`src/common/soc_cfg.svh`:
```
`ifndef SOC_CFG_SVH
`define SOC_CFG_SVH

// ------------------------------------------------------------
// Bus geometry
// ------------------------------------------------------------
`define SOC_DATA_W 32
`define SOC_ADDR_W 32

// ------------------------------------------------------------
// Address map
// ------------------------------------------------------------
`define SOC_RAM_BASE    32'h0000_0000
`define SOC_RAM_WORDS   1024
`define SOC_UART_BASE   32'h4000_0000
`define SOC_IRQ_BASE    32'h4000_1000
`define SOC_PERIPH_SPAN 32'h0000_1000

// Clock cycles per serial bit
`define SOC_UART_DIV 16
`define SOC_NUM_KEYS 4

`endif

```
`src/common/soc_pkg.sv`:
```
`include "soc_cfg.svh"

package soc_pkg;

  typedef enum logic [1:0] {
    OKAY   = 2'd0,
    DECERR = 2'd3
  } axil_resp_e;

  // Bit positions in the pending vector
  typedef enum logic [2:0] {
    IRQ_KEY0    = 3'd0,
    IRQ_KEY1    = 3'd1,
    IRQ_KEY2    = 3'd2,
    IRQ_KEY3    = 3'd3,
    IRQ_UART_RX = 3'd4
  } irq_src_e;

  // Master side of an AXI4-Lite port
  typedef struct packed {
    logic [`SOC_ADDR_W-1:0]   awaddr;
    logic                     awvalid;
    logic [`SOC_DATA_W-1:0]   wdata;
    logic [`SOC_DATA_W/8-1:0] wstrb;
    logic                     wvalid;
    logic                     bready;
    logic [`SOC_ADDR_W-1:0]   araddr;
    logic                     arvalid;
    logic                     rready;
  } axil_req_t;

  // Slave side
  typedef struct packed {
    logic                   awready;
    logic                   wready;
    logic                   bvalid;
    axil_resp_e             bresp;
    logic                   arready;
    logic                   rvalid;
    logic [`SOC_DATA_W-1:0] rdata;
    axil_resp_e             rresp;
  } axil_rsp_t;

endpackage

```
`src/uart/uart_tx.sv`:
```
`timescale 1ns/1ps

module uart_tx (
  input  logic       clk,
  input  logic       RSTn,
  input  logic       baud_tick,
  input  logic       start,
  input  logic [7:0] data,
  output logic       busy,
  output logic       txd
);

  // Data bits followed by the stop bit
  logic [8:0] shreg;
  logic [3:0] bit_cnt;

  always_ff @(posedge clk or negedge RSTn) begin
    if (!RSTn) begin
      busy    <= 1'b0;
      txd     <= 1'b1;
      bit_cnt <= '0;
    end else if (start && !busy) begin
      busy    <= 1'b1;
      txd     <= 1'b0;
      bit_cnt <= '0;
    end else if (busy && baud_tick) begin
      bit_cnt <= bit_cnt + 1'b1;
      if (bit_cnt == 4'd9) begin
        busy <= 1'b0;
        txd  <= 1'b1;
      end else begin
        txd <= shreg[0];
      end
    end
  end

  always_ff @(posedge clk) begin
    if (start && !busy) begin
      shreg <= {1'b1, data};
    end else if (busy && baud_tick) begin
      shreg <= {1'b1, shreg[8:1]};
    end
  end

endmodule

```
`src/uart/uart_rx.sv`:
```
`timescale 1ns/1ps
`include "soc_cfg.svh"

module uart_rx (
  input  logic       clk,
  input  logic       RSTn,
  input  logic       rxd,
  output logic [7:0] data,
  output logic       done
);

  localparam int CNT_W = $clog2(`SOC_UART_DIV);

  typedef enum logic [1:0] {RX_IDLE, RX_START, RX_DATA, RX_STOP} rx_state_e;

  rx_state_e        state;
  logic             rx_meta;
  logic             rx_sync;
  logic [CNT_W-1:0] cnt;
  logic [2:0]       bit_cnt;
  logic [7:0]       shreg;
  logic             bit_end;

  // Counter is half a bit behind the edges, so bit_end lands mid-bit
  assign bit_end = (cnt == CNT_W'(`SOC_UART_DIV - 1));

  always_ff @(posedge clk or negedge RSTn) begin
    if (!RSTn) begin
      rx_meta <= 1'b1;
      rx_sync <= 1'b1;
      state   <= RX_IDLE;
      cnt     <= '0;
      bit_cnt <= '0;
      done    <= 1'b0;
    end else begin
      rx_meta <= rxd;
      rx_sync <= rx_meta;
      done    <= 1'b0;
      cnt     <= cnt + 1'b1;
      case (state)
        RX_IDLE: begin
          cnt <= '0;
          if (!rx_sync) begin
            state <= RX_START;
          end
        end
        RX_START: begin
          // Recheck at the middle of the start bit
          if (cnt == CNT_W'(`SOC_UART_DIV / 2 - 1)) begin
            cnt     <= '0;
            bit_cnt <= '0;
            state   <= rx_sync ? RX_IDLE : RX_DATA;
          end
        end
        RX_DATA: begin
          if (bit_end) begin
            bit_cnt <= bit_cnt + 1'b1;
            if (bit_cnt == 3'd7) begin
              state <= RX_STOP;
            end
          end
        end
        default: begin
          if (bit_end) begin
            done  <= rx_sync;
            state <= RX_IDLE;
          end
        end
      endcase
    end
  end

  // LSB arrives first
  always_ff @(posedge clk) begin
    if (state == RX_DATA && bit_end) begin
      shreg <= {rx_sync, shreg[7:1]};
    end
    if (state == RX_STOP && bit_end && rx_sync) begin
      data <= shreg;
    end
  end

endmodule

```
`src/uart/uart_ctrl.sv`:
```
`timescale 1ns/1ps
`include "soc_cfg.svh"

module uart_ctrl (
  input  logic               clk,
  input  logic               RSTn,
  input  soc_pkg::axil_req_t req,
  output soc_pkg::axil_rsp_t rsp,
  input  logic               rxd,
  output logic               txd,
  output logic               rx_event
);

  import soc_pkg::*;

  localparam int DIV_W = $clog2(`SOC_UART_DIV);

  logic [DIV_W-1:0]       div_cnt;
  logic                   baud_tick;
  logic                   tx_start;
  logic                   tx_busy;
  logic [7:0]             rx_data;
  logic                   rx_done;
  logic                   rx_valid;
  logic [`SOC_DATA_W-1:0] rdata_q;
  logic                   wr_go;
  logic                   rd_go;
  logic                   bvalid;
  logic                   rvalid;

  assign wr_go    = req.awvalid & req.wvalid & ~bvalid;
  assign rd_go    = req.arvalid & ~rvalid;
  // Writes to TX data while busy are dropped
  assign tx_start = wr_go & (req.awaddr[3:2] == 2'd0) & ~tx_busy;
  assign rx_event = rx_done;

  always_comb begin
    rsp.awready = wr_go;
    rsp.wready  = wr_go;
    rsp.bvalid  = bvalid;
    rsp.bresp   = OKAY;
    rsp.arready = rd_go;
    rsp.rvalid  = rvalid;
    rsp.rdata   = rdata_q;
    rsp.rresp   = OKAY;
  end

  // ------------------------------------------------------------
  // Baud tick realigned to each frame start
  // ------------------------------------------------------------
  assign baud_tick = (div_cnt == DIV_W'(`SOC_UART_DIV - 1));

  always_ff @(posedge clk or negedge RSTn) begin
    if (!RSTn) begin
      div_cnt  <= '0;
      rx_valid <= 1'b0;
      bvalid   <= 1'b0;
      rvalid   <= 1'b0;
    end else begin
      div_cnt  <= (tx_start || baud_tick) ? '0 : div_cnt + 1'b1;
      rx_valid <= (rx_valid & ~(rd_go && req.araddr[3:2] == 2'd1)) | rx_done;
      bvalid   <= wr_go | (bvalid & ~req.bready);
      rvalid   <= rd_go | (rvalid & ~req.rready);
    end
  end

  always_ff @(posedge clk) begin
    if (rd_go) begin
      case (req.araddr[3:2])
        2'd1:    rdata_q <= `SOC_DATA_W'(rx_data);
        2'd2:    rdata_q <= `SOC_DATA_W'({rx_valid, tx_busy});
        default: rdata_q <= '0;
      endcase
    end
  end

  uart_tx u_tx (
    .clk       (clk),
    .RSTn      (RSTn),
    .baud_tick (baud_tick),
    .start     (tx_start),
    .data      (req.wdata[7:0]),
    .busy      (tx_busy),
    .txd       (txd)
  );

  uart_rx u_rx (
    .clk  (clk),
    .RSTn (RSTn),
    .rxd  (rxd),
    .data (rx_data),
    .done (rx_done)
  );

endmodule

```
`config.mk`:
```
export PLATFORM = sky130hd
export DESIGN_NAME = uart_ctrl
export DESIGN_NICKNAME = d
export VERILOG_FILES = /design/src/common/soc_pkg.sv /design/src/uart/uart_tx.sv /design/src/uart/uart_rx.sv /design/src/uart/uart_ctrl.sv
export VERILOG_INCLUDE_DIRS = /design/src /design/src/common
export SDC_FILE = /design/constraint.sdc
export NUM_CORES = 1
export LEC_CHECK = 0
export ABC_AREA = 1
export BUFFER_PORTS_ARGS = -buffer_cell sky130_fd_sc_hd__buf_2
export CAP_MARGIN = 20
export CORE_MARGIN = 2
export CORE_UTILIZATION = 48
export DETAILED_ROUTE_END_ITERATION = 16
export GPL_TIMING_DRIVEN = 0
export HOLD_SLACK_MARGIN = 0.1
export PLACE_DENSITY = 0.85
export SYNTH_ARGS = -nofsm -noshare
export SYNTH_HDL_FRONTEND = slang
export SYNTH_SLANG_ARGS = --single-unit
```
`constraint.sdc`:
```
create_clock -name clk -period 4.14 [get_ports clk]
set_input_delay 0.621 -clock clk [delete_from_list [all_inputs] [get_ports clk]]
set_output_delay 0.621 -clock clk [all_outputs]
set_load 0.05 [all_outputs]
```
==> results.yml <==
route:
  drcViolationCount: 0
  routed_wl_mm: 3.940
  dr.pass1.iters: 4
  vias_per_cell: 4.329
  dr.first_iter.drc_count: 83
  wl_per_cell_um: 9.752
  via_count: 1749
  antenna_left: 0
pwr:
  leakagePower_nw: 1.671
  power_density_nw_per_um2: 477.9
  total_power_mw: 1.554
  ir_worst_vdd_v: 0.0002755
timing:
  hold_viol_final: 0
  fin_skew_ns: 0.006971
  rsz0062_at_grt: "false"
  worst_pin_slew_ns: 0.5891
  hold_ws_ns: 0.2795
  period_minus_slack_ns: 2.126
  setup_ws_ns: 2.014
  setup_violations: 0
  tns_ns: 0
  clock.fmax_mhz: 470.3
  slew-limit-headroom_pct: 60.58
  maxSlewViolCount: 0
  post-route-period-util_pct: 51.36
layout:
  layout-drive-gt1-share_pct: 28.61
  multiInputGateArea_um2: 822.0
  stdcell_count: 404
  fin_area_um2: 3252
  fill_cells: 439
  fin_nets: 448
  utilization_pct: 59.79
  area_growth_syn_to_layout_pct: 21.22
  regArea_um2: 1590
  diodes: 0
grt:
  met3_usage_pct: 4.205
  use_met2_pct: 22.31
  grt.met1_usage_pct: 15.46
  antenna_found_initial: 0
  grt_max_degree: 26
  grt_overflow: 0
  busiest_layer: "met2"
  grt_pass1_vias: 1562
  grt_util_all_layers_pct: 13.93
  grt_pass1_wl_mm: 6.520
cts:
  post_cts_resized: 0
  cts_hold_buf: 0
  clock_latency_ns: 0.33
  root_buffer: "clkbuf_8"
  cts_buffer_depth: 2
  post-cts-setup-buffers: 0
  clk_pin_slew_ns: 0.07
  clock_sink_count: 57
  cts_buffers: 9
  cts_max_level: 3
  cts_tree: "yes"
critical_path:
  end_kind: "primary output"
  cpPeakStageDelay_ns: 0.38
  worstPathArrival_ns: 1.51
  cp_max_fo: 10
  worst-endpoint-required_ns: 3.52
  crit_top_cell: "inv_1"
  cpMaxStageDelayCell: "dfrtp_1"
  r2r-end: "u_rx.shreg[0]$_DFFE_PP_"
  r2r_slack_ns: 2.40
  crit_path_start_kind: "register"
  cp_cell_sequence: "inv_1 -> nand2_1 -> inv_1 -> buf_4 -> buf_2"
  critical_path_class: "reg -> out"
  rr_worst_depth: 4
  r2r-start: "u_rx.state[0]$_DFFE_PN0P_"
synth:
  synth_warnings: 0
  postSynthAreaPerCell_um2: 10.56
  synth_async_sr_flop_share_pct: 43.86
  synth-main-ff-cell: "edfxtp_1"
  syn_inst: 254
  synth-edff-count: 32
  ys_seq_area_share_pct: 59.28
  synth_area_um2: 2683
  ys_ff_latch: 57
  yosys-top-cells-area: "edfxtp_1, dfrtp_1, buf_4"
  synth.largest_area_cell: "edfxtp_1"
  netlist.area_leader.share_pct: 35.82
  yosysUniqueCellTypes: 27
placed_design:
  dpl-instance-area_um2: 3044
  gp_routability_congestion: 0.7694
  placedCellCount: 387
  place_ws_ns: 2.099
  dp_hpwl_mm: 2.957
  io_buffers: 34
floorplanning:
  die_x_um: 78.76
  initial_core_util_pct: 49.32
  rows: 27
  io-pin-count: 151
  dieArea_um2: 6202
  die_h_um: 78.76
  floorplan.core_area_um2: 5439
min_path:
  min_path_type: "in -> async"
outcome:
  status: "completed"
run:
  max_cap_viol_count: 0
synth_stat cells, drive strengths merged (4+ instances only):
master and count:
a21oi 5, nand3 14, nand2 62, o21ai 7, inv 29, or2 4
nor2 16, buf 34, edfxtp 32, dfrtp 22, ha 13
cell type report:
class | instances | area share, %
plain buffers | 35 | 8.080
clock buffers | 9 | 3.809
clock inverters | 7 | 2.424
inverters | 29 | 3.347
multi-input cells | 160 | 25.28
flip-flops and latches | 57 | 48.90
well taps | 72 | 2.770
repair buffers | 35 | 5.387
logic make-up (layout without fill, tap and decap cells):
logic type | count (synthesis) | after routing | synth area share (%)
buf+inv | 64 | 115 | 13.85
flops | 57 | 57 | 59.28
fa+ha+maj | 13 | 13 | 6.064
simple gates | 101 | 101 | 16.51
compound gates | 13 | 13 | 2.518
other cells | 1 | 28 | 0.1398
xor+xnor | 5 | 5 | 1.633
registers in the layout, summed over array words and instances (netlist names):
| signal | cells |
|---|---|
| u_rx.cnt | 4 |
| rdata_q | 8 |
| u_rx.bit_cnt | 3 |
| u_rx.data | 8 |
| u_tx.shreg | 8 |
| u_rx.rx_meta | 1 |
| u_tx.txd | 1 |
| u_rx.shreg | 8 |
| rx_valid | 1 |
| u_rx.state | 2 |
| rvalid | 1 |
| u_rx.rx_sync | 1 |
| u_tx.busy | 1 |
| u_tx.bit_cnt | 4 |
| div_cnt | 4 |
| bvalid | 1 |
| u_rx.done | 1 |
worst max-delay path, delay by kind of cell, from the launching register on:
family / cells / cell delay [ns]
buf+inv: 4 / 0.73
simple gates: 1 / 0.06
flops: 1 / 0.38
routing by layer:
layer,up-vias,routed length (um)
met5,-,0
met4,0,103
met3,8,261
met2,51,1831
met1,794,1744
li1,896,-
layout by cell type (no fill, tap or decap), drive strengths merged:
| cell type | n |
|---|---|
| xnor2 | 2 |
| or2 | 4 |
| xor2 | 3 |
| inv | 31 |
| ha | 13 |
| nand3 | 14 |
| conb | 28 |
| nand3b | 1 |
| dfrtp | 22 |
| o21ai | 7 |
| edfxtp | 32 |
| clkbuf | 10 |
| bufinv | 1 |
| buf | 69 |
| nand4 | 2 |
| nor2 | 16 |
| a21o | 1 |
| dfstp | 3 |
| clkinv | 4 |
| nor3b | 2 |
| nand2 | 62 |
| a21oi | 5 |
worst max path at each step:
stage | depth (start not counted) | from | slack, ns | end
after detailed placement | 5 | req[1] | 2.10 | rsp[35]
after global placement | 5 | req[1] | 2.10 | rsp[35]
final | 5 | rvalid$_DFF_PN0_ | 2.01 | rsp[35]
after global routing | 5 | rvalid$_DFF_PN0_ | 1.89 | rsp[35]
after CTS | 5 | rvalid$_DFF_PN0_ | 1.99 | rsp[35]
after floorplan | 3 | u_rx.cnt[0]$_DFF_PN0_ | 2.37 | u_rx.data[0]$_DFFE_PP_
report_power, final:
| part | switching, mW | internal [mW] |
|---|---|---|
| clock network | 0.231 | 0.283 |
| logic | 0.242 | 0.118 |
| registers | 0.0347 | 0.645 |
| total | 0.508 | 1.05 |
Power figures use the tool's default switching activity.
