[src/common/soc_cfg.svh]
`ifndef SOC_CFG_SVH
`define SOC_CFG_SVH

// ------------------------------------------------------------
// Bus geometry
// ------------------------------------------------------------
`define SOC_DATA_W 32
`define SOC_ADDR_W 32

// ------------------------------------------------------------
// Address map
// ------------------------------------------------------------
`define SOC_RAM_BASE    32'h0000_0000
`define SOC_RAM_WORDS   1024
`define SOC_UART_BASE   32'h4000_0000
`define SOC_IRQ_BASE    32'h4000_1000
`define SOC_PERIPH_SPAN 32'h0000_1000

// Clock cycles per serial bit
`define SOC_UART_DIV 16
`define SOC_NUM_KEYS 4

`endif

[src/common/soc_pkg.sv]
`include "soc_cfg.svh"

package soc_pkg;

  typedef enum logic [1:0] {
    OKAY   = 2'd0,
    DECERR = 2'd3
  } axil_resp_e;

  // Bit positions in the pending vector
  typedef enum logic [2:0] {
    IRQ_KEY0    = 3'd0,
    IRQ_KEY1    = 3'd1,
    IRQ_KEY2    = 3'd2,
    IRQ_KEY3    = 3'd3,
    IRQ_UART_RX = 3'd4
  } irq_src_e;

  // Master side of an AXI4-Lite port
  typedef struct packed {
    logic [`SOC_ADDR_W-1:0]   awaddr;
    logic                     awvalid;
    logic [`SOC_DATA_W-1:0]   wdata;
    logic [`SOC_DATA_W/8-1:0] wstrb;
    logic                     wvalid;
    logic                     bready;
    logic [`SOC_ADDR_W-1:0]   araddr;
    logic                     arvalid;
    logic                     rready;
  } axil_req_t;

  // Slave side
  typedef struct packed {
    logic                   awready;
    logic                   wready;
    logic                   bvalid;
    axil_resp_e             bresp;
    logic                   arready;
    logic                   rvalid;
    logic [`SOC_DATA_W-1:0] rdata;
    axil_resp_e             rresp;
  } axil_rsp_t;

endpackage

[src/source/irq_ctrl.sv]
`timescale 1ns/1ps
`include "soc_cfg.svh"

module irq_ctrl (
  input  logic                     clk,
  input  logic                     RSTn,
  input  soc_pkg::axil_req_t       req,
  output soc_pkg::axil_rsp_t       rsp,
  input  logic [`SOC_NUM_KEYS-1:0] keys,
  input  logic                     rx_event,
  output logic                     irq
);

  import soc_pkg::*;

  logic [`SOC_NUM_KEYS-1:0] key_meta;
  logic [`SOC_NUM_KEYS-1:0] key_sync;
  logic [`SOC_NUM_KEYS-1:0] key_prev;
  logic [`SOC_NUM_KEYS:0]   pending;
  logic [`SOC_NUM_KEYS:0]   enable;
  logic [`SOC_NUM_KEYS:0]   set;
  logic [`SOC_NUM_KEYS:0]   clr;
  logic [`SOC_DATA_W-1:0]   rdata_q;
  logic                     wr_go;
  logic                     rd_go;
  logic                     bvalid;
  logic                     rvalid;

  assign wr_go = req.awvalid & req.wvalid & ~bvalid;
  assign rd_go = req.arvalid & ~rvalid;

  always_comb begin
    rsp.awready = wr_go;
    rsp.wready  = wr_go;
    rsp.bvalid  = bvalid;
    rsp.bresp   = OKAY;
    rsp.arready = rd_go;
    rsp.rvalid  = rvalid;
    rsp.rdata   = rdata_q;
    rsp.rresp   = OKAY;
  end

  // Keys are active low so a press is a falling edge
  always_comb begin
    set = '0;
    set[IRQ_KEY0 +: `SOC_NUM_KEYS] = key_prev & ~key_sync;
    set[IRQ_UART_RX] = rx_event;
    clr = (wr_go && req.awaddr[3:2] == 2'd0) ? req.wdata[`SOC_NUM_KEYS:0] : '0;
  end

  always_ff @(posedge clk or negedge RSTn) begin
    if (!RSTn) begin
      key_meta <= '1;
      key_sync <= '1;
      key_prev <= '1;
      pending  <= '0;
      enable   <= '0;
      irq      <= 1'b0;
      bvalid   <= 1'b0;
      rvalid   <= 1'b0;
    end else begin
      key_meta <= keys;
      key_sync <= key_meta;
      key_prev <= key_sync;
      // A new event wins over a clear in the same cycle
      pending  <= (pending & ~clr) | set;
      if (wr_go && req.awaddr[3:2] == 2'd1) begin
        enable <= req.wdata[`SOC_NUM_KEYS:0];
      end
      irq    <= |(pending & enable);
      bvalid <= wr_go | (bvalid & ~req.bready);
      rvalid <= rd_go | (rvalid & ~req.rready);
    end
  end

  always_ff @(posedge clk) begin
    if (rd_go) begin
      case (req.araddr[3:2])
        2'd0:    rdata_q <= `SOC_DATA_W'(pending);
        2'd1:    rdata_q <= `SOC_DATA_W'(enable);
        default: rdata_q <= '0;
      endcase
    end
  end

endmodule

[config.mk]
export PLATFORM = sky130hd
export DESIGN_NAME = irq_ctrl
export DESIGN_NICKNAME = d
export VERILOG_FILES = /design/src/common/soc_pkg.sv /design/src/source/irq_ctrl.sv
export VERILOG_INCLUDE_DIRS = /design/src /design/src/common
export SDC_FILE = /design/constraint.sdc
export NUM_CORES = 1
export LEC_CHECK = 0
export BUFFER_PORTS_ARGS = -buffer_cell sky130_fd_sc_hd__buf_2
export CORE_UTILIZATION = 37
export DETAILED_ROUTE_END_ITERATION = 10
export GPL_ROUTABILITY_DRIVEN = 0
export GPL_TIMING_DRIVEN = 0
export PLACE_DENSITY = 0.86
export SLEW_MARGIN = 0
export SYNTH_ARGS = -nofsm -noshare
export SYNTH_HDL_FRONTEND = slang
export SYNTH_SLANG_ARGS = --single-unit
[constraint.sdc]
create_clock -name clk -period 4.5 [get_ports clk]
set_clock_uncertainty 0.15 [all_clocks]
set_input_delay 0.9 -clock clk [delete_from_list [all_inputs] [get_ports clk]]
set_output_delay 0.9 -clock clk [all_outputs]
set_load 0.01 [all_outputs]
==> results of run 1 <==
-- final cells by class --
class,count,area (um^2)
Timing Repair Buffer,30,150
Clock buffer,6,93.8
Tap cell,48,60.1
Clock inverter,2,10.0
Sequential cell,30,791
Buffer,38,285
Fill cell,344,1820
Multi-Input combinational cell,72,430
Inverter,5,18.8
-- kinds of logic after synthesis --
logic type | share of synthesized area
simple gates | 0.0788
flops | 0.560
buf+inv | 0.215
compound gates | 0.0478
other cells | 0.00265
mux | 0.0957
-- layer usage --
layer,vias up,part of all wire,routed length [um]
li1,440,-,-
met1,375,0.39,830
met2,54,0.48,1010
met3,3,0.12,248
met4,0,0.014,30
met5,-,0,0
-- per-stage QoR --
stage / cells / area [um^2] / setup slack [ns]
after global routing: 231 / 1840 / 1.64
after CTS: 231 / 1840 / 1.73
after detailed placement: 223 / 1740 / 1.73
after global placement: 223 / 1740 / 1.78
after floorplan: 145 / 1530 / 2.03
final: 231 / 1840 / 1.75
-- report_power, final --
part           total, uW  internal (uW)  leakage, uW  switching, uW
Sequential           327            309     0.000313           17.2
Combinational        112           63.9     0.000587           47.9
Clock                235            140    0.0000561           95.2
Total                674            513     0.000956            160
-- flip-flops by register name, indices dropped and copies added, names as in the netlist --
name / count
key_sync: 4
rdata_q: 5
irq: 1
pending: 5
rvalid: 1
key_meta: 4
bvalid: 1
enable: 5
key_prev: 4
-- critical path, delay by kind of cell --
kind	cells	cell delay (ns)
and+or+nand+nor	1	0.41
buffers and inverters	3	0.40
-- how the worst max path moves through the flow --
stage,from,end,slack (ns),depth (start not counted)
final,req[1],rsp[35],1.75,4
after global routing,req[1],rsp[35],1.64,4
after CTS,req[1],rsp[35],1.73,4
after detailed placement,req[1],rsp[35],1.73,4
after global placement,req[1],rsp[35],1.78,4
after floorplan,req[1],rsp[35],2.03,2
-- placed cells by master (no fill, tap or decap), drive strengths merged --
cell	synthesis	layout
buf	37	67
conb	1	31
dfrtp	13	13
dfstp	12	12
o21ai	9	9
nor2	7	7
clkbuf	1	7
mux2i	6	6
nand2b	6	6
inv	5	5
mux2	5	5
edfxtp	5	5
nand2	2	2
clkinv	0	2
nand4bb	1	1
a222oi	1	1
a22oi	1	1
nor2b	1	1
a21oi	1	1
or2	1	1
==> flow_metrics.tcl, run 1 <==
set metrics [dict create \
    clk_path_buf_depth 2 \
    portBuffers 30 \
    whs_ns 0.202 \
    synthToLayoutAreaGrowth_pct 30.2 \
    clock-sinks 30 \
    post_cts_resized 0 \
    via_count 872 \
    reg2reg_from "bvalid" \
    ys_seq_area_frac 0.560 \
    fmax_mhz 364 \
    min_period_ns 2.75 \
    postRouteAntennaNets 0 \
    fin_tns_setup_ns 0 \
    drive_gt1_frac 0.508 \
    yosys_warnings 0 \
    slowest_stage "nor2b_1" \
    finalWirelength_um 2120 \
    end_kind "primary output" \
    hold_buffers 0 \
    grt_max_degree 26 \
    synthTopCellsByCount "buf_4, dfrtp_1, dfstp_2" \
    synth_edf_count 5 \
    utilization 0.502 \
    core_area_um2 3660 \
    clockRootBuffer "clkbuf_8" \
    hp-class "reg2reg" \
    critPathMaxFanout 6 \
    postCtsSetupBuffers 0 \
    reg2reg_setup_slack_ns 2.92 \
    wire_per_inst_um 9.16 \
    synth_largest_area_cell "dfrtp_1" \
    die_y_um 63.8 \
    netlist_instances 115 \
    first_iter_violations 20 \
    netlist.area_leader.share 0.230 \
    track_usage 0.117 \
    initial_core_util 0.386 \
    synthDistinctLibCells 20 \
    ys.flop_type "dfrtp_1" \
    insertion_delay_ns 0.27 \
    hp-start "key_meta[3]" \
    ir_worst_vdd_uv 192 \
    nets 294 \
    hold_depth 0 \
    grt.met2_usage 0.174 \
    r2r_end "enable[1]" \
    cts_tree "built" \
    critPathRequiredTime_ns 3.45 \
    ys_top_cells_by_area "dfrtp_1, dfstp_2, buf_4, edfxtp_1, mux2_4" \
    antenna_cells 0 \
    cts_buffers 5 \
    grt_pass1_vias 807 \
    synthesis.area_um2 1410 \
    syn_area_per_cell_um2 12.3 \
    htreeDepth 2 \
    grt_overflow_total 0 \
    async_flop_share 0.833 \
    setup_violations 0 \
    cp-start-kind "primary input" \
    rsz0062_at_grt "false" \
    post-route-period-util 0.611 \
    cap_violations 0 \
    via_per_inst 3.77 \
    tightestPinTransition_ns 0.542 \
    dp_hpwl_um 1700 \
    drv_slew 0 \
    die_width_um 63.8 \
    r2r_cells 4 \
    rows 22 \
    grt.busiest_layer "met2" \
    critical_path_arrival_ns 1.70 \
    min_to "key_sync[3]" \
    remaining_drc_errors 0 \
    path_clk_slew_ns 0.06 \
    cpMostUsedCell "buf_2" \
    total_power_uw 674 \
    ys_ff_latch 30 \
    synth.most_common_cell "buf_4" \
    grt_use_met1 0.139 \
    hold_viol 0 \
    antenna_found_initial 0 \
    powerDensity_nw_per_um2 366 \
    status "finished, final reports clean" \
    pin_count 154 \
    slowest_delay_ns 0.41 \
    worst-setup-path-type "in2out" \
    firstDrtPassIters 4 \
    path_cells "buf_2 -> nor2b_1 -> buf_4 -> buf_2" \
    grt_use_met3 0.0536 \
    grt_first_pass_wirelength_um 3550 \
    max-slew-margin-rel 0.639 \
    p_leak_uw 0.000956 \
    dieArea_um2 4070 \
]
(Power assumes the default switching activity.)
==> inputs of run 2 (changes only) <==
--- a/config.mk
+++ b/config.mk
@@ -6,12 +6,13 @@
 export SDC_FILE = /design/constraint.sdc
 export NUM_CORES = 1
 export LEC_CHECK = 0
+export ABC_AREA = 1
 export BUFFER_PORTS_ARGS = -buffer_cell sky130_fd_sc_hd__buf_2
-export CORE_UTILIZATION = 37
+export CORE_UTILIZATION = 34
 export DETAILED_ROUTE_END_ITERATION = 10
 export GPL_ROUTABILITY_DRIVEN = 0
 export GPL_TIMING_DRIVEN = 0
-export PLACE_DENSITY = 0.86
+export PLACE_DENSITY = 0.8
 export SLEW_MARGIN = 0
 export SYNTH_ARGS = -nofsm -noshare
 export SYNTH_HDL_FRONTEND = slang
==> constraint.sdc (replaced) <==
create_clock -name clk -period 2.55 [get_ports clk]
set_clock_uncertainty 0.15 [all_clocks]
set_input_delay 0.51 -clock clk [delete_from_list [all_inputs] [get_ports clk]]
set_output_delay 0.51 -clock clk [all_outputs]
set_load 0.01 [all_outputs]
==> flow_metrics.tcl, run 2 <==
set metrics [dict create \
    synth-simple-area-share 0.174 \
    synthMuxAreaShare 0.00707 \
    crit_buf_inv 4 \
    drive_gt1_frac 0.438 \
    setup_violations 0 \
    status "finished with violations" \
    cap_violations 0 \
    cpMostUsedCell "inv_1" \
    hold_buffers 0 \
    worstSetupPathDepth 5 \
    remaining_drc_errors 2 \
    grt_overflow_total 0 \
    wire_per_inst_um 8.55 \
    synth_top_family_by_area "buffers and inverters" \
    async_flop_share 0.833 \
    path_delay_family "buffers and inverters" \
    p_leak_uw 0.00103 \
    critical_path_arrival_ns 1.23 \
    first_iter_violations 25 \
    core_area_um2 4000 \
    synth_largest_area_cell "dfrtp_1" \
    post-route-worst-setup-slack_ns 0.664 \
    synthAdderAreaFrac 0 \
    synth.most_common_cell "buf_4" \
    num-fill-cells 406 \
    dp_hpwl_um 1780 \
    final_cell_mix "buf_4, conb_1, buf_2, nand2_1, inv_1" \
    grt_max_degree 26 \
    postCtsSetupBuffers 0 \
    critPathMaxFanout 6 \
    dieArea_um2 4420 \
    synthesis.area_um2 1420 \
    place_ws_ns 0.742 \
    via_count 945 \
    path_cells "inv_1 -> nand2_1 -> inv_1 -> buf_4 -> buf_2" \
    fmax_mhz 530 \
    cp-start-kind "flip-flop" \
    post_cts_resized 0 \
    yosys_warnings 0 \
    critPathRequiredTime_ns 1.89 \
    violations "design-rule violations" \
    finalWirelength_um 2220 \
    die_width_um 66.5 \
    tightestPinTransition_ns 0.528 \
    nets 321 \
    postRouteAntennaNets 0 \
    worst-setup-path-type "reg2out" \
    ys_top_cells_by_area "dfrtp_1, dfstp_2, buf_4, edfxtp_1, nand2_1" \
    insertion_delay_ns 0.28 \
    powerDensity_nw_per_um2 626 \
    netlist_instances 141 \
    synth_edf_count 5 \
    initial_core_util 0.354 \
    antenna_cells 0 \
    post-route-period-util 0.740 \
    r2r_cells 5 \
    dp.cells 252 \
    htreeDepth 2 \
    slowest_stage "dfrtp_1" \
    ys.flop_type "dfrtp_1" \
    slowest_delay_ns 0.38 \
    synthDistinctLibCells 18 \
    drv_slew 0 \
    syn_area_per_cell_um2 10.0 \
    max-slew-margin-rel 0.648 \
    clock-sinks 30 \
    track_usage 0.124 \
    clk_path_buf_depth 2 \
    cts_tree "built" \
    ys_seq_area_frac 0.559 \
    portBuffers 31 \
    hold_viol 0 \
    grt_pass1_vias 878 \
    grt_first_pass_wirelength_um 3780 \
    hp-class "in2async" \
    ys_ff_latch 30 \
    fin_tns_setup_ns 0 \
    firstDrtPassIters 7 \
    synth-xor-area-share 0 \
    ir_worst_vdd_uv 288 \
    via_per_inst 3.63 \
    synthToLayoutAreaGrowth_pct 30.0 \
    cts_buffers 5 \
    rows 23 \
    rsz0062_at_grt "false" \
    largestRegisters "enable: 5 flops, pending: 5 flops, rdata_q: 5 flops" \
    antenna_found_initial 0 \
    die_y_um 66.5 \
    fin_cells 260 \
    synthTopCellsByCount "buf_4, nand2_1, inv_1" \
    final_common_cell "buf_4" \
    path_clk_slew_ns 0.06 \
    end_kind "primary output" \
    pin_count 154 \
    clockRootBuffer "clkbuf_8" \
    min_period_ns 1.89 \
    netlist.area_leader.share 0.230 \
    synth_compound_area_frac 0.0212 \
]
run 2: worst paths after layout:
path / from / endpoint / slack, ns
max in group asynchronous: RSTn / key_prev[2] / 1.83
setup / recovery: rvalid / rsp[35] / 0.66
setup reg to reg: bvalid / pending[1] / 1.38
min in group clk: keys[0] / key_meta[0] / 0.17
hold / removal: RSTn / pending[3] / 0.05
hold reg to reg: key_meta[3] / key_sync[3] / 0.21
run 2: cells by family (layout without fill, tap and decap cells):
family / after synthesis / in the layout
and+or+nand+nor: 52 / 52
buffers and inverters: 51 / 90
DFF: 30 / 30
AOI/OAI and AO/OA: 6 / 6
other: 1 / 31
muxes: 1 / 1
run 2: layer usage:
metal / vias to the layer above / track usage / share of wire
met3: 6 / 0.0514 / 0.10
met4: 0 / 0.104 / 0.022
met2: 48 / 0.209 / 0.49
met5: - / 0 / 0
met1: 378 / 0.116 / 0.38
li1: 513 / - / -
run 2: metrics by stage:
| stage | total power (uW) | hold WS [ns] | utilization | cell area (um^2) |
|---|---|---|---|---|
| 5_1_grt | 1230 | 0.0885 | 0.460 | 1840 |
| 2_1_floorplan | 708 | 0.0644 | - | 1530 |
| 4_1_cts | 1170 | 0.0589 | 0.460 | 1840 |
| 3_5_place_dp | 770 | 0.197 | 0.436 | 1750 |
| 6_report | 1150 | 0.0462 | 0.460 | 1840 |
| 3_3_place_gp | 762 | 0.195 | 0.436 | 1750 |
run 2: area by class of cell:
class                      count  area, um^2  share of cell area
sequential                    30         791               0.430
buffer                        37         282               0.153
clock buffer                   6        82.6              0.0449
clock inverter                 2        11.3             0.00612
timing repair buffer          31         155              0.0844
tap                           50        62.6              0.0340
multi-input combinational     90         403               0.219
inverter                      14        52.6              0.0286
run 2: report_power, final:
| part | internal (uW) | switching (uW) |
|---|---|---|
| Clock | 217 | 175 |
| Combinational | 90.7 | 96.9 |
| Sequential | 545 | 27.1 |
| Total | 853 | 299 |
