`src/common/soc_cfg.svh`:
```
`ifndef SOC_CFG_SVH
`define SOC_CFG_SVH

// ------------------------------------------------------------
// Bus geometry
// ------------------------------------------------------------
`define SOC_DATA_W 32
`define SOC_ADDR_W 32

// ------------------------------------------------------------
// Address map
// ------------------------------------------------------------
`define SOC_RAM_BASE    32'h0000_0000
`define SOC_RAM_WORDS   1024
`define SOC_UART_BASE   32'h4000_0000
`define SOC_IRQ_BASE    32'h4000_1000
`define SOC_PERIPH_SPAN 32'h0000_1000

// Clock cycles per serial bit
`define SOC_UART_DIV 16
`define SOC_NUM_KEYS 4

`endif

```
`src/common/soc_pkg.sv`:
```
`include "soc_cfg.svh"

package soc_pkg;

  typedef enum logic [1:0] {
    OKAY   = 2'd0,
    DECERR = 2'd3
  } axil_resp_e;

  // Bit positions in the pending vector
  typedef enum logic [2:0] {
    IRQ_KEY0    = 3'd0,
    IRQ_KEY1    = 3'd1,
    IRQ_KEY2    = 3'd2,
    IRQ_KEY3    = 3'd3,
    IRQ_UART_RX = 3'd4
  } irq_src_e;

  // Master side of an AXI4-Lite port
  typedef struct packed {
    logic [`SOC_ADDR_W-1:0]   awaddr;
    logic                     awvalid;
    logic [`SOC_DATA_W-1:0]   wdata;
    logic [`SOC_DATA_W/8-1:0] wstrb;
    logic                     wvalid;
    logic                     bready;
    logic [`SOC_ADDR_W-1:0]   araddr;
    logic                     arvalid;
    logic                     rready;
  } axil_req_t;

  // Slave side
  typedef struct packed {
    logic                   awready;
    logic                   wready;
    logic                   bvalid;
    axil_resp_e             bresp;
    logic                   arready;
    logic                   rvalid;
    logic [`SOC_DATA_W-1:0] rdata;
    axil_resp_e             rresp;
  } axil_rsp_t;

endpackage

```
`src/source/axil_decoder.sv`:
```
`timescale 1ns/1ps
`include "soc_cfg.svh"

module axil_decoder (
  input  logic               clk,
  input  logic               RSTn,
  input  soc_pkg::axil_req_t host_req,
  output soc_pkg::axil_rsp_t host_rsp,
  output soc_pkg::axil_req_t ram_req,
  input  soc_pkg::axil_rsp_t ram_rsp,
  output soc_pkg::axil_req_t uart_req,
  input  soc_pkg::axil_rsp_t uart_rsp,
  output soc_pkg::axil_req_t irq_req,
  input  soc_pkg::axil_rsp_t irq_rsp
);

  import soc_pkg::*;

  // Index order matches the slave array below
  typedef enum logic [1:0] {TGT_RAM, TGT_UART, TGT_IRQ, TGT_ERR} tgt_e;

  function automatic tgt_e decode(input logic [`SOC_ADDR_W-1:0] addr);
    tgt_e tgt;
    tgt = TGT_ERR;
    if (addr - `SOC_RAM_BASE < `SOC_RAM_WORDS * 4) begin
      tgt = TGT_RAM;
    end else if (addr - `SOC_UART_BASE < `SOC_PERIPH_SPAN) begin
      tgt = TGT_UART;
    end else if (addr - `SOC_IRQ_BASE < `SOC_PERIPH_SPAN) begin
      tgt = TGT_IRQ;
    end
    return tgt;
  endfunction

  tgt_e      aw_tgt;
  tgt_e      ar_tgt;
  tgt_e      wr_owner;
  tgt_e      rd_owner;
  logic      wr_pend;
  logic      rd_pend;
  axil_req_t s_req [4];
  axil_rsp_t s_rsp [4];
  axil_rsp_t err_rsp;
  logic      err_bvalid;
  logic      err_rvalid;

  assign aw_tgt = decode(host_req.awaddr);
  assign ar_tgt = decode(host_req.araddr);

  // Valids only reach the addressed slave, readies only the owner
  always_comb begin
    for (int t = 0; t < 4; t++) begin
      s_req[t] = host_req;
      s_req[t].awvalid = host_req.awvalid & ~wr_pend & (aw_tgt == tgt_e'(t));
      s_req[t].wvalid  = host_req.wvalid & ~wr_pend & (aw_tgt == tgt_e'(t));
      s_req[t].bready  = host_req.bready & wr_pend & (wr_owner == tgt_e'(t));
      s_req[t].arvalid = host_req.arvalid & ~rd_pend & (ar_tgt == tgt_e'(t));
      s_req[t].rready  = host_req.rready & rd_pend & (rd_owner == tgt_e'(t));
    end
  end

  assign ram_req  = s_req[TGT_RAM];
  assign uart_req = s_req[TGT_UART];
  assign irq_req  = s_req[TGT_IRQ];
  assign s_rsp    = '{ram_rsp, uart_rsp, irq_rsp, err_rsp};

  always_comb begin
    host_rsp.awready = ~wr_pend & s_rsp[aw_tgt].awready;
    host_rsp.wready  = ~wr_pend & s_rsp[aw_tgt].wready;
    host_rsp.bvalid  = wr_pend & s_rsp[wr_owner].bvalid;
    host_rsp.bresp   = s_rsp[wr_owner].bresp;
    host_rsp.arready = ~rd_pend & s_rsp[ar_tgt].arready;
    host_rsp.rvalid  = rd_pend & s_rsp[rd_owner].rvalid;
    host_rsp.rdata   = s_rsp[rd_owner].rdata;
    host_rsp.rresp   = s_rsp[rd_owner].rresp;
  end

  // ------------------------------------------------------------
  // Per-channel owners
  // ------------------------------------------------------------
  always_ff @(posedge clk or negedge RSTn) begin
    if (!RSTn) begin
      wr_pend  <= 1'b0;
      wr_owner <= TGT_RAM;
      rd_pend  <= 1'b0;
      rd_owner <= TGT_RAM;
    end else begin
      if (host_req.awvalid && host_rsp.awready) begin
        wr_pend  <= 1'b1;
        wr_owner <= aw_tgt;
      end else if (host_rsp.bvalid && host_req.bready) begin
        wr_pend <= 1'b0;
      end
      if (host_req.arvalid && host_rsp.arready) begin
        rd_pend  <= 1'b1;
        rd_owner <= ar_tgt;
      end else if (host_rsp.rvalid && host_req.rready) begin
        rd_pend <= 1'b0;
      end
    end
  end

  // Unmapped addresses
  always_comb begin
    err_rsp.awready = s_req[TGT_ERR].awvalid & s_req[TGT_ERR].wvalid & ~err_bvalid;
    err_rsp.wready  = err_rsp.awready;
    err_rsp.bvalid  = err_bvalid;
    err_rsp.bresp   = DECERR;
    err_rsp.arready = s_req[TGT_ERR].arvalid & ~err_rvalid;
    err_rsp.rvalid  = err_rvalid;
    err_rsp.rdata   = '0;
    err_rsp.rresp   = DECERR;
  end

  always_ff @(posedge clk or negedge RSTn) begin
    if (!RSTn) begin
      err_bvalid <= 1'b0;
      err_rvalid <= 1'b0;
    end else begin
      if (err_rsp.awready) begin
        err_bvalid <= 1'b1;
      end else if (s_req[TGT_ERR].bready) begin
        err_bvalid <= 1'b0;
      end
      if (err_rsp.arready) begin
        err_rvalid <= 1'b1;
      end else if (s_req[TGT_ERR].rready) begin
        err_rvalid <= 1'b0;
      end
    end
  end

endmodule

```
`config.mk`:
```
export PLATFORM = sky130hd
export DESIGN_NAME = axil_decoder
export DESIGN_NICKNAME = d
export VERILOG_FILES = /design/src/common/soc_pkg.sv /design/src/source/axil_decoder.sv
export VERILOG_INCLUDE_DIRS = /design/src /design/src/common
export SDC_FILE = /design/constraint.sdc
export NUM_CORES = 1
export LEC_CHECK = 0
export BUFFER_PORTS_ARGS = -buffer_cell sky130_fd_sc_hd__buf_2
export CAP_MARGIN = 10
export CELL_PAD_IN_SITES_DETAIL_PLACEMENT = 0
export CELL_PAD_IN_SITES_GLOBAL_PLACEMENT = 2
export CORE_AREA = 4 4 227 229
export DETAILED_ROUTE_END_ITERATION = 10
export DIE_AREA = 0 0 231 233
export PLACE_DENSITY_LB_ADDON = 0.1
export SKIP_LAST_GASP = 1
export SLEW_MARGIN = 20
export SYNTH_ARGS = -nofsm -noshare
export SYNTH_HDL_FRONTEND = slang
export SYNTH_SLANG_ARGS = --single-unit
```
`constraint.sdc`:
```
create_clock -name clk -period 1.8 [get_ports clk]
set_input_delay 0.09 -clock clk [delete_from_list [all_inputs] [get_ports clk]]
set_output_delay 0.09 -clock clk [all_outputs]
set_load 0.005 [all_outputs]
```
==> flow_metrics.env, run 1 <==
export IMPL_floorplan_core_area_mm2=0.0497
export IMPL_dieArea_mm2=0.0538
export IMPL_drcViolationCount=0
export IMPL_power_frac_comb_pct=75.8
export IMPL_finClkSkew_ns=0.000146
export IMPL_drtIter0Drc=98
export IMPL_avgRoutedWirePerCell_um=13.7
export IMPL_synth_adder_area_share_pct=0
export IMPL_hold_end="rd_pend$_DFFE_PN0P_"
export IMPL_critPathMaxFanout=5
export IMPL_fmax_mhz=458
export IMPL_clk_path_buf_depth=2
export IMPL_synth_xor_area_share_pct=1.31
export IMPL_drv_slew=0
export IMPL_seq_power_share_pct=11.9
export IMPL_area_growth_pct=34.5
export IMPL_die_h_um=233
export IMPL_whs_ns=0.167
export IMPL_rr_endpoint="wr_owner[0]$_DFFE_PN0P_"
export IMPL_synth_ff_type="dfrtp_1"
export IMPL_cts_inserted_buffers=3
export IMPL_drive_gt1_share_pct=72.9
export IMPL_rsz0062_at_grt="yes"
export IMPL_yosysTopAreaCell="buf_4"
export IMPL_htree_num_levels=1
export IMPL_cp_data_required_time_ns=1.71
export IMPL_powerDensity_mw_per_mm2=588
export IMPL_synth_async_reset_ratio_pct=100
export IMPL_synthMuxAreaShare_pct=12.0
export IMPL_synth_common_cells="300 x buf_4, 48 x nand2_1, 33 x mux2i_1, 24 x o21ai_0, 16 x clkbuf_1"
export IMPL_crit_family="simple AND/OR/NAND/NOR gates"
export IMPL_post_route_min_period_ns=2.18
export IMPL_synth_compound_area_share_pct=8.96
export IMPL_postSynthCellCount=549
export IMPL_clkSlewWorstSetupHoldPaths_ns=0.04
export IMPL_num_vias=3698
export IMPL_cts_sinks=8
export IMPL_holdPathStages=4
export IMPL_grt_pass1_wl_um=25300
export IMPL_tns_ns=-1.63
export IMPL_cp_slowest_cell="or4_4"
export IMPL_grt_usage_pct=6.03
export IMPL_ir_drop_uv=352
export IMPL_synth_distinct_cells=45
export IMPL_place_hpwl_um=16300
export IMPL_start_util_pct=8.07
export IMPL_clkLatencyLatePin_ns=0.23
export IMPL_final_util_pct=10.9
export IMPL_power_frac_clock_pct=12.3
export IMPL_insertedDiodeCount=0
export IMPL_root_buffer="clkbuf_16"
export IMPL_grt_overflow_total=0
export IMPL_ys_seq_area_share_pct=4.99
export IMPL_p_sw_mw=1.43
export IMPL_first_global_vias=3969
export IMPL_path_class="in2out"
export IMPL_syn_area_mm2=0.00401
export IMPL_ys_seq_elements=8
export IMPL_synth_avg_cell_area_um2=7.30
export IMPL_antenna_found_initial=5
export IMPL_path_buf_inv=3
export IMPL_p_sw_share_pct=45.1
export IMPL_vias_per_cell=2.76
export IMPL_status="finished, violations left"
export IMPL_synth_fp_nets=779
export IMPL_synth_top_cell_area_share_pct=56.2
export IMPL_synth_most_common_cell="buf_4"
export IMPL_synth_simple_area_share_pct=14.5
export IMPL_violations="negative setup slack"
export IMPL_finalHoldViolations=0
export IMPL_nets=900
export IMPL_synthTopCellsByArea="buf_4 56%, mux2i_1 8.2%, dfrtp_1 5.0%, nand2_1 4.5%, o21ai_0 3.0%"
export IMPL_grt_max_degree=33
export IMPL_cts_tree="done"
export IMPL_drt_wl_total_um=18300
export IMPL_hold_path_class="in2reg"
export IMPL_tightest_slew_ns=0.472
export IMPL_intPower_mw=1.74
export IMPL_hold_path_startpoint="host_req[0]"
export IMPL_p_leak_nw=2.72
export IMPL_ios=586
export IMPL_arrival_ns=2.09
export IMPL_finalCritPeriodShare_pct=121
export IMPL_rr_startpoint="wr_pend$_DFFE_PN0P_"
export IMPL_worst_slack_ns=-0.382
export IMPL_io_buffers=345
export IMPL_setup_viol=9
export IMPL_reg2reg_setup_slack_ns=-0.09
export IMPL_ant_nets=0
export IMPL_critPathLaunchType="input port"
export IMPL_num_rows=82
export IMPL_crit_chain="buf_8 > nor4_4 > buf_4 > a21oi_2 > o32ai_2 > nand3_1 > or4_4 > and2_4 > a21oi_2 > buf_4"
export IMPL_ff2ff_path_depth=5
export IMPL_synth_top_family_by_area="buffers and inverters"
export IMPL_cap_violations=0
export IMPL_yosys_warnings=0
export IMPL_gp_congestion=0.717
export IMPL_synth_edf_count=0
export IMPL_max_slew_margin_rel_pct=68.1
export IMPL_drt_first_pass_iters=4
export IMPL_max_stage_delay_ns=0.57
export IMPL_critPathCaptureType="primary output"
export IMPL_die_w_um=231
## layout make-up
type / count / area (µm²)
sequential: 8 / 201
timing repair buffer: 433 / 2520
clock buffer: 4 / 78.8
inverter: 5 / 18.8
tap: 672 / 841
fill: 5884 / 44300
multi-input combinational: 219 / 1730
## power groups by stage
stage,Clock [mW],Combinational (mW),Sequential [mW]
2_1_floorplan,0,1.63,0.302
3_3_place_gp,0,2.44,0.390
3_5_place_dp,0,2.40,0.391
4_1_cts,0.405,2.46,0.388
5_1_grt,0.424,2.66,0.402
6_report,0.389,2.41,0.377
## metrics by stage
stage | cells | setup WS, ns | total power [mW] | cell area, µm²
after detailed placement | 1320 | -0.543 | 2.79 | 4840
after floorplan | 549 | -0.269 | 1.93 | 4030
after global placement | 1320 | -0.506 | 2.83 | 4840
final | 1341 | -0.382 | 3.17 | 5390
after CTS | 1337 | -0.441 | 3.26 | 5240
after global routing | 1341 | -0.488 | 3.48 | 5390
## what timing repair did
action | in CTS | in global routing
pin swaps | 22 | 18
buffers inserted | 14 | 6
endpoints found under the hold margin | 8 | 0
endpoints found under the setup margin | 15 | 17
hold buffers | 1 | 0
gates resized for setup | 44 | 27
## cell usage in the layout (no fill, tap or decap), drive strengths merged, types with 2 or more instances in the layout
cell type and instances:
a211o 2, nand3 6, nor4 10, or4 2, mux4 2, mux2 9, nor3 8, inv 5
o21ai 38, a21o 2, nand4b 2, nand4 2, dfrtp 8, nor3b 3, nand2b 4, and2 6
nand2 48, mux2i 33, clkbuf 4, a21oi 6, and3 4, xor2 3, o22a 4, nor2 11
buf 432, or2 2, xnor2 3
## flip-flops by register name, summed over array words and instances (netlist names)
register,flops
err_bvalid,1
wr_owner,2
err_rvalid,1
wr_pend,1
rd_pend,1
rd_owner,2
## layer usage
layer	routed length [µm]	track usage [%]	part of all wire, %
met2	8910	10.3	49
met1	6880	6.79	38
met3	2440	3.62	13
met5	21	0	0.11
met4	70	0.319	0.38
## cell families after synthesis
family / after synthesis
buffers and inverters: 322
AND/OR/NAND/NOR: 111
AO/OA/AOI/OAI: 58
multiplexers: 44
flip-flops: 8
XOR/XNOR: 6
## worst max path at each step
| stage | start | end | slack [ns] | cells after the start |
|---|---|---|---|---|
| after floorplan | host_req[86] | wr_owner[0]$_DFFE_PN0P_ | -0.27 | 7 |
| after global placement | host_req[86] | wr_owner[0]$_DFFE_PN0P_ | -0.51 | 9 |
| after detailed placement | host_req[86] | irq_req[35] | -0.54 | 11 |
| after CTS | host_req[90] | host_rsp[40] | -0.44 | 11 |
| after global routing | host_req[90] | host_rsp[40] | -0.49 | 10 |
| final | host_req[90] | host_rsp[40] | -0.38 | 10 |
## worst min-delay path, cell delays in order
cell and delay (ns):
buf_2 0.10, nand2_1 0.05, nand2_1 0.07, nand2_1 0.05
Note: power is estimated with default switching activity, not from simulation.
==> inputs of run 2 (changes only) <==
Settings changed: ABC_AREA set to 1, CORE_AREA 4 4 227 229 to 4 4 228 230, DIE_AREA 0 0 231 233 to 0 0 232 234.
==> run 2 against run 1 <==
Effect of this change: the run still ends with negative setup slack left; first-iteration DRC count fell by 8.2%; critical path type unchanged; synthesized cell count up 31%; clock power barely moved; highest routed layer unchanged.
==> flow_metrics.env, run 2 <==
export IMPL_arrival_ns=1.74
export IMPL_finalHoldViolations=0
export IMPL_syn_area_mm2=0.00443
export IMPL_dieArea_mm2=0.0543
export IMPL_ys_seq_elements=8
export IMPL_synth_edf_count=0
export IMPL_die_h_um=234
export IMPL_postSynthCellCount=719
export IMPL_hold_path_class="in2reg"
export IMPL_rsz0062_at_grt="yes"
export IMPL_tns_ns=-0.0452
export IMPL_powerDensity_mw_per_mm2=236
export IMPL_ios=586
export IMPL_fmax_mhz=546
export IMPL_avgRoutedWirePerCell_um=15.5
export IMPL_gp_congestion=0.645
export IMPL_drv_slew=0
export IMPL_setup_viol=3
export IMPL_critPathMaxFanout=6
export IMPL_synth_avg_cell_area_um2=6.16
export IMPL_power_mw=1.36
export IMPL_drcViolationCount=0
export IMPL_root_buffer="clkbuf_16"
export IMPL_final_util_pct=11.6
export IMPL_synth_common_cells="300 x buf_4, 147 x nand2_1, 58 x nor2_1, 44 x inv_1, 34 x a22oi_1"
export IMPL_max_slew_margin_rel_pct=72.9
export IMPL_critPathLaunchType="input port"
export IMPL_io_buffers=345
export IMPL_num_rows=82
export IMPL_clkSlewWorstSetupHoldPaths_ns=0.04
export IMPL_finalCritPeriodShare_pct=102
export IMPL_tightest_slew_ns=0.403
export IMPL_fin_area_mm2=0.00577
export IMPL_die_w_um=232
export IMPL_place_area_mm2=0.00538
export IMPL_violations="negative setup slack"
export IMPL_hold_path_startpoint="host_req[1]"
export IMPL_p_leak_nw=3.00
export IMPL_htree_num_levels=1
export IMPL_path_buf_inv=2
export IMPL_vias_per_cell=2.97
export IMPL_clkLatencyLatePin_ns=0.24
export IMPL_critPathCaptureType="primary output"
export IMPL_yosysTopAreaCell="buf_4"
export IMPL_first_global_vias=4717
export IMPL_drtIter0Drc=90
export IMPL_mostFrequentLayoutCell="buf_2"
export IMPL_clk_path_buf_depth=2
export IMPL_largestRegisters="rd_owner: 2 flops, wr_owner: 2 flops"
export IMPL_startpoint="host_req[88]"
export IMPL_cts_inserted_buffers=3
export IMPL_start_util_pct=8.89
export IMPL_drt_wl_total_um=23600
export IMPL_ir_drop_uv=179
export IMPL_crit_chain="buf_6 > or2_4 > nor2_4 > nand2_2 > o21ai_1 > nand3_1 > nor2_4 > nand3_4 > nand2_2 > nand2_2 > nand2_2 > nand2_2 > nor2_1 > buf_2"
export IMPL_crit_family="simple AND/OR/NAND/NOR gates"
export IMPL_floorplan_core_area_mm2=0.0499
export IMPL_drt_first_pass_iters=4
export IMPL_area_growth_pct=30.1
export IMPL_drive_gt1_share_pct=62.0
export IMPL_grt_overflow_total=0
export IMPL_layout_common_cells="337 x buf_2, 130 x nand2_1, 87 x buf_4"
export IMPL_synth_distinct_cells=33
export IMPL_cts_sinks=8
export IMPL_status="finished, violations left"
export IMPL_post_route_min_period_ns=1.83
export IMPL_max_stage_delay_ns=0.25
export IMPL_antenna_found_initial=3
export IMPL_path_class="in2out"
export IMPL_ys_seq_area_share_pct=4.52
export IMPL_synth_most_common_cell="buf_4"
export IMPL_synth_top_cell_area_share_pct=50.8
export IMPL_cp_data_required_time_ns=1.71
export IMPL_cts_tree="done"
export IMPL_grt_pass1_wl_um=32300
export IMPL_finClkSkew_ns=0.000303
export IMPL_synth_async_reset_ratio_pct=100
export IMPL_nets=1079
export IMPL_grt_max_degree=35
export IMPL_yosys_warnings=0
export IMPL_worst_slack_ns=-0.0313
export IMPL_synth_ff_type="dfrtp_1"
export IMPL_synthTopCellsByArea="buf_4 51%, nand2_1 12%, a22oi_1 5.8%, nor2_1 4.9%, dfrtp_1 4.5%"
export IMPL_cp_slowest_cell="or2_4"
export IMPL_cap_violations=0
export IMPL_synth_fp_nets=949
export IMPL_num_vias=4510
export IMPL_ant_nets=0
export IMPL_critPathMostFrequentCell="nand2_2"
export IMPL_grt_usage_pct=7.97
export IMPL_rr_startpoint="wr_pend$_DFFE_PN0P_"
export IMPL_place_hpwl_um=21300
run 2: metrics by stage:
stage | setup WS (ns) | cells | hold slack (ns)
CTS | -0.112 | 1515 | 0.163
floorplan | 0.312 | 719 | -0.206
detailed placement | -0.333 | 1510 | 0.00126
global route | -0.217 | 1520 | 0.180
global placement | -0.321 | 1510 | -0.00656
finish | -0.0313 | 1521 | 0.158
run 2: metal layers:
| metal | global-route usage, % | vias up | wire (µm) |
|---|---|---|---|
| met3 | 4.22 | 31 | 2700 |
| met1 | 8.82 | 1953 | 8770 |
| met5 | 0.0893 | - | 13 |
| met4 | 1.91 | 2 | 403 |
| li1 | - | 2238 | - |
| met2 | 13.6 | 286 | 11700 |
run 2: report_power, final:
group | total, mW | internal (mW) | leakage [nW] | switching [mW]
logic | 0.789 | 0.415 | 2.87 | 0.374
clock network | 0.389 | 0.288 | 0.0370 | 0.101
registers | 0.181 | 0.181 | 0.0997 | 0.0000257
run 2: cell families after synthesis:
kind of cell	share of synthesized area [%]
buffers and inverters	55.9
and+or+nand+nor	30.3
AOI/OAI and AO/OA	9.15
DFF	4.52
xor gates and xnor gates	0.198
run 2: area by class of cell:
type / count / area (µm²)
multi-input cells: 352 / 1960
diodes: 2 / 5.00
repair buffers: 437 / 2510
flip-flops and latches: 8 / 201
inverters: 47 / 176
well taps: 672 / 841
fillers: 6041 / 44100
clock buffers: 3 / 75.1
run 2: worst min-delay path, delay by kind of cell:
kind                   cells  cell delay, ns
AND/OR/NAND/NOR            2            0.14
buffers and inverters      1            0.13
run 2: final timing paths:
kind	to	slack [ns]	cells after the start
setup reg to reg	wr_owner[0]$_DFFE_PN0P_	0.24	11
min in group asynchronous	rd_owner[0]$_DFFE_PN0P_	0.30	2
setup / recovery	host_rsp[40]	-0.03	14
max in group asynchronous	wr_owner[0]$_DFFE_PN0P_	1.26	2
hold reg to reg	rd_pend$_DFFE_PN0P_	0.57	2
hold / removal	rd_owner[1]$_DFFE_PN0P_	0.16	3
run 2: repair_timing:
action	4_1_cts	5_1_grt
buffers inserted	1	6
hold buffers	1	0
pin swaps	11	38
setup endpoints to repair	9	13
resized for setup	22	57
endpoints found under the hold margin	8	0
==> inputs of run 3 (changes only) <==
Settings changed: ABC_CLOCK_PERIOD_IN_PS set to 1800, BUFFER_PORTS_ARGS -buffer_cell sky130_fd_sc_hd__buf_2 to -buffer_cell sky130_fd_sc_hd__buf_4.
==> run 3 against run 2 <==
Effect of this change: the run still ends with negative setup slack left; non-clock buffer count grew 12; sequential share of layout area shrank 0.54 points; routed wire length grew 3.8%; final cell count grew 0.72%; global-route usage grew 0.18 points; cell area grew 18%; hold slack lost 0.029 ns; worst setup slack lost 0.050 ns; fmax shrank 2.6%; core utilization grew 2.1 points; via count grew 1.8%; register-to-register slack lost 0.04 ns.
==> flow_metrics.env, run 3 (synthesized netlist as in run 2, its figures left out) <==
export IMPL_cp_data_required_time_ns=1.71
export IMPL_die_h_um=234
export IMPL_drcViolationCount=0
export IMPL_ir_drop_uv=178
export IMPL_place_hpwl_um=21900
export IMPL_num_vias=4589
export IMPL_ant_nets=0
export IMPL_drv_slew=0
export IMPL_status="finished, violations left"
export IMPL_max_stage_delay_ns=0.25
export IMPL_powerDensity_mw_per_mm2=234
export IMPL_drive_gt1_share_pct=63.1
export IMPL_nets=1091
export IMPL_cts_sinks=8
export IMPL_post_route_min_period_ns=1.88
export IMPL_critPathLaunchType="input port"
export IMPL_rr_startpoint="wr_pend$_DFFE_PN0P_"
export IMPL_p_sw_share_pct=30.8
export IMPL_cts_inserted_buffers=3
export IMPL_mostFrequentLayoutCell="buf_4"
export IMPL_avgRoutedWirePerCell_um=16.0
export IMPL_clk_path_buf_depth=2
export IMPL_grt_max_degree=35
export IMPL_crit_chain="buf_6 > or2_4 > nor2_4 > nand2_4 > o21ai_2 > nand3_2 > nor2_4 > nand3_4 > nand2_1 > o21ai_0 > o21ai_1 > inv_1 > buf_4"
export IMPL_fmax_mhz=532
export IMPL_tightest_slew_ns=0.435
export IMPL_first_global_vias=4794
export IMPL_finClkSkew_ns=0.000552
export IMPL_die_w_um=232
export IMPL_floorplan_core_area_mm2=0.0499
export IMPL_area_growth_pct=53.6
export IMPL_critPathMaxFanout=6
export IMPL_path_class="in2out"
export IMPL_ios=586
export IMPL_seq_power_share_pct=11.3
export IMPL_gp_congestion=0.649
export IMPL_grt_overflow_total=0
export IMPL_htree_num_levels=1
export IMPL_grt_pass1_wl_um=33100
export IMPL_power_frac_clock_pct=23.9
export IMPL_cap_violations=0
export IMPL_vias_per_cell=3.00
export IMPL_fin_area_mm2=0.00681
export IMPL_cp_slowest_cell="or2_4"
export IMPL_hold_path_class="in2reg"
export IMPL_start_util_pct=8.89
export IMPL_path_buf_inv=3
export IMPL_grt_usage_pct=8.16
export IMPL_antenna_found_initial=0
export IMPL_violations="negative setup slack"
export IMPL_drt_wl_total_um=24500
export IMPL_drtIter0Drc=131
export IMPL_p_leak_nw=3.37
export IMPL_intPower_mw=1.10
export IMPL_fin_cells=1532
export IMPL_crit_family="simple AND/OR/NAND/NOR gates"
export IMPL_finalHoldViolations=0
export IMPL_num_fill_cells=5918
export IMPL_rsz0062_at_grt="yes"
export IMPL_max_slew_margin_rel_pct=70.7
export IMPL_place_inst=1508
export IMPL_worst_slack_ns=-0.0811
export IMPL_critPathMostFrequentCell="nor2_4"
export IMPL_ff2ff_path_depth=11
export IMPL_cts_tree="done"
export IMPL_clkLatencyLatePin_ns=0.24
export IMPL_io_buffers=345
export IMPL_num_rows=82
export IMPL_rr_endpoint="wr_owner[1]$_DFFE_PN0P_"
export IMPL_clkSlewWorstSetupHoldPaths_ns=0.04
export IMPL_critPathCaptureType="primary output"
export IMPL_largestRegisters="rd_owner: 2 flops, wr_owner: 2 flops"
export IMPL_hold_path_startpoint="host_req[1]"
export IMPL_p_sw_uw=490
export IMPL_place_area_mm2=0.00623
export IMPL_root_buffer="clkbuf_16"
export IMPL_setup_viol=3
export IMPL_layout_common_cells="429 x buf_4, 133 x nand2_1, 41 x inv_1"
export IMPL_holdPathStages=3
export IMPL_finalCritPeriodShare_pct=105
export IMPL_dieArea_mm2=0.0543
export IMPL_hold_end="rd_owner[0]$_DFFE_PN0P_"
export IMPL_power_frac_comb_pct=64.8
export IMPL_reg2reg_setup_slack_ns=0.20
export IMPL_drt_first_pass_iters=4
export IMPL_arrival_ns=1.79
[run 3: cell count changes in the layout (fill, tap and decap cells not counted), moves of 3 or more]
cell and delta:
buf_4 +342, buf_2 -337, nand2_2 -5, nor2_2 -5
buf_6 +4, nand3_1 -4, nand3_2 +4, nand2_1 +3
nor2_1 +3
[run 3: worst register-to-register path: stages, from the launching register on]
cell	delay, ns
dfrtp_1	0.40
inv_1	0.08
nand2_1	0.15
inv_2	0.15
nand3_1	0.08
nor2_1	0.18
a21oi_2	0.08
nand2_2	0.08
buf_6	0.11
nand3_4	0.06
nand2_1	0.06
nand2_1	0.06
[run 3: metrics by stage]
stage               worst slack, ns  utilization, %  hold WS (ns)  TNS [ns]  total power, mW
floorplan                     0.312               -        -0.206         0            0.875
global placement             -0.390            12.5       -0.0520     -2.70             1.18
detailed placement           -0.376            12.5       -0.0553     -2.81             1.16
CTS                          -0.111            13.0         0.127    -0.350             1.59
global route                 -0.247            13.7         0.146     -1.08             1.73
finish                      -0.0811            13.7         0.129    -0.133             1.59
[run 3: worst max path at each step]
stage,start,slack (ns),cells past startpoint,endpoint
3_5_place_dp,host_req[20],-0.38,17,rd_owner[0]$_DFFE_PN0P_
5_1_grt,host_req[86],-0.25,15,host_rsp[39]
2_1_floorplan,host_req[87],0.31,15,wr_owner[0]$_DFFE_PN0P_
4_1_cts,host_req[20],-0.11,16,host_rsp[35]
3_3_place_gp,host_req[20],-0.39,16,rd_owner[0]$_DFFE_PN0P_
6_report,host_req[87],-0.08,13,host_rsp[39]
[run 3: per-layer routing]
metal / up-vias / global-route usage, % / wire length, µm
met1: 1988 / 8.97 / 8970
met3: 31 / 4.13 / 2720
met2: 309 / 14.0 / 12400
li1: 2261 / - / -
met5: - / 0.0893 / 0
met4: 0 / 2.02 / 389
[run 3: power by group through the flow]
stage                     registers [mW]  logic, mW  clock network, mW
after global placement             0.183       1.00                  0
after detailed placement           0.183      0.981                  0
after floorplan                    0.183      0.692                  0
final                              0.181       1.03              0.380
after global routing               0.181       1.13              0.417
after CTS                          0.181       1.01              0.408
[run 3: area by class of cell]
| cell class | instances | area (µm²) | share of cell area, % |
|---|---|---|---|
| tap | 672 | 841 | 12.3 |
| clock buffer | 3 | 75.1 | 1.10 |
| inverter | 47 | 181 | 2.66 |
| timing repair buffer | 449 | 3480 | 51.1 |
| antenna | 1 | 2.50 | 0.0368 |
| sequential | 8 | 201 | 2.96 |
| multi-input combinational | 352 | 2030 | 29.8 |
[run 3: repair_timing]
item,in CTS,in global routing
hold buffers,1,0
buffers inserted,9,12
pin swaps,14,41
gates cloned,0,0
endpoints found under the hold margin,8,0
resized for setup,26,70
endpoints found under the setup margin,10,37
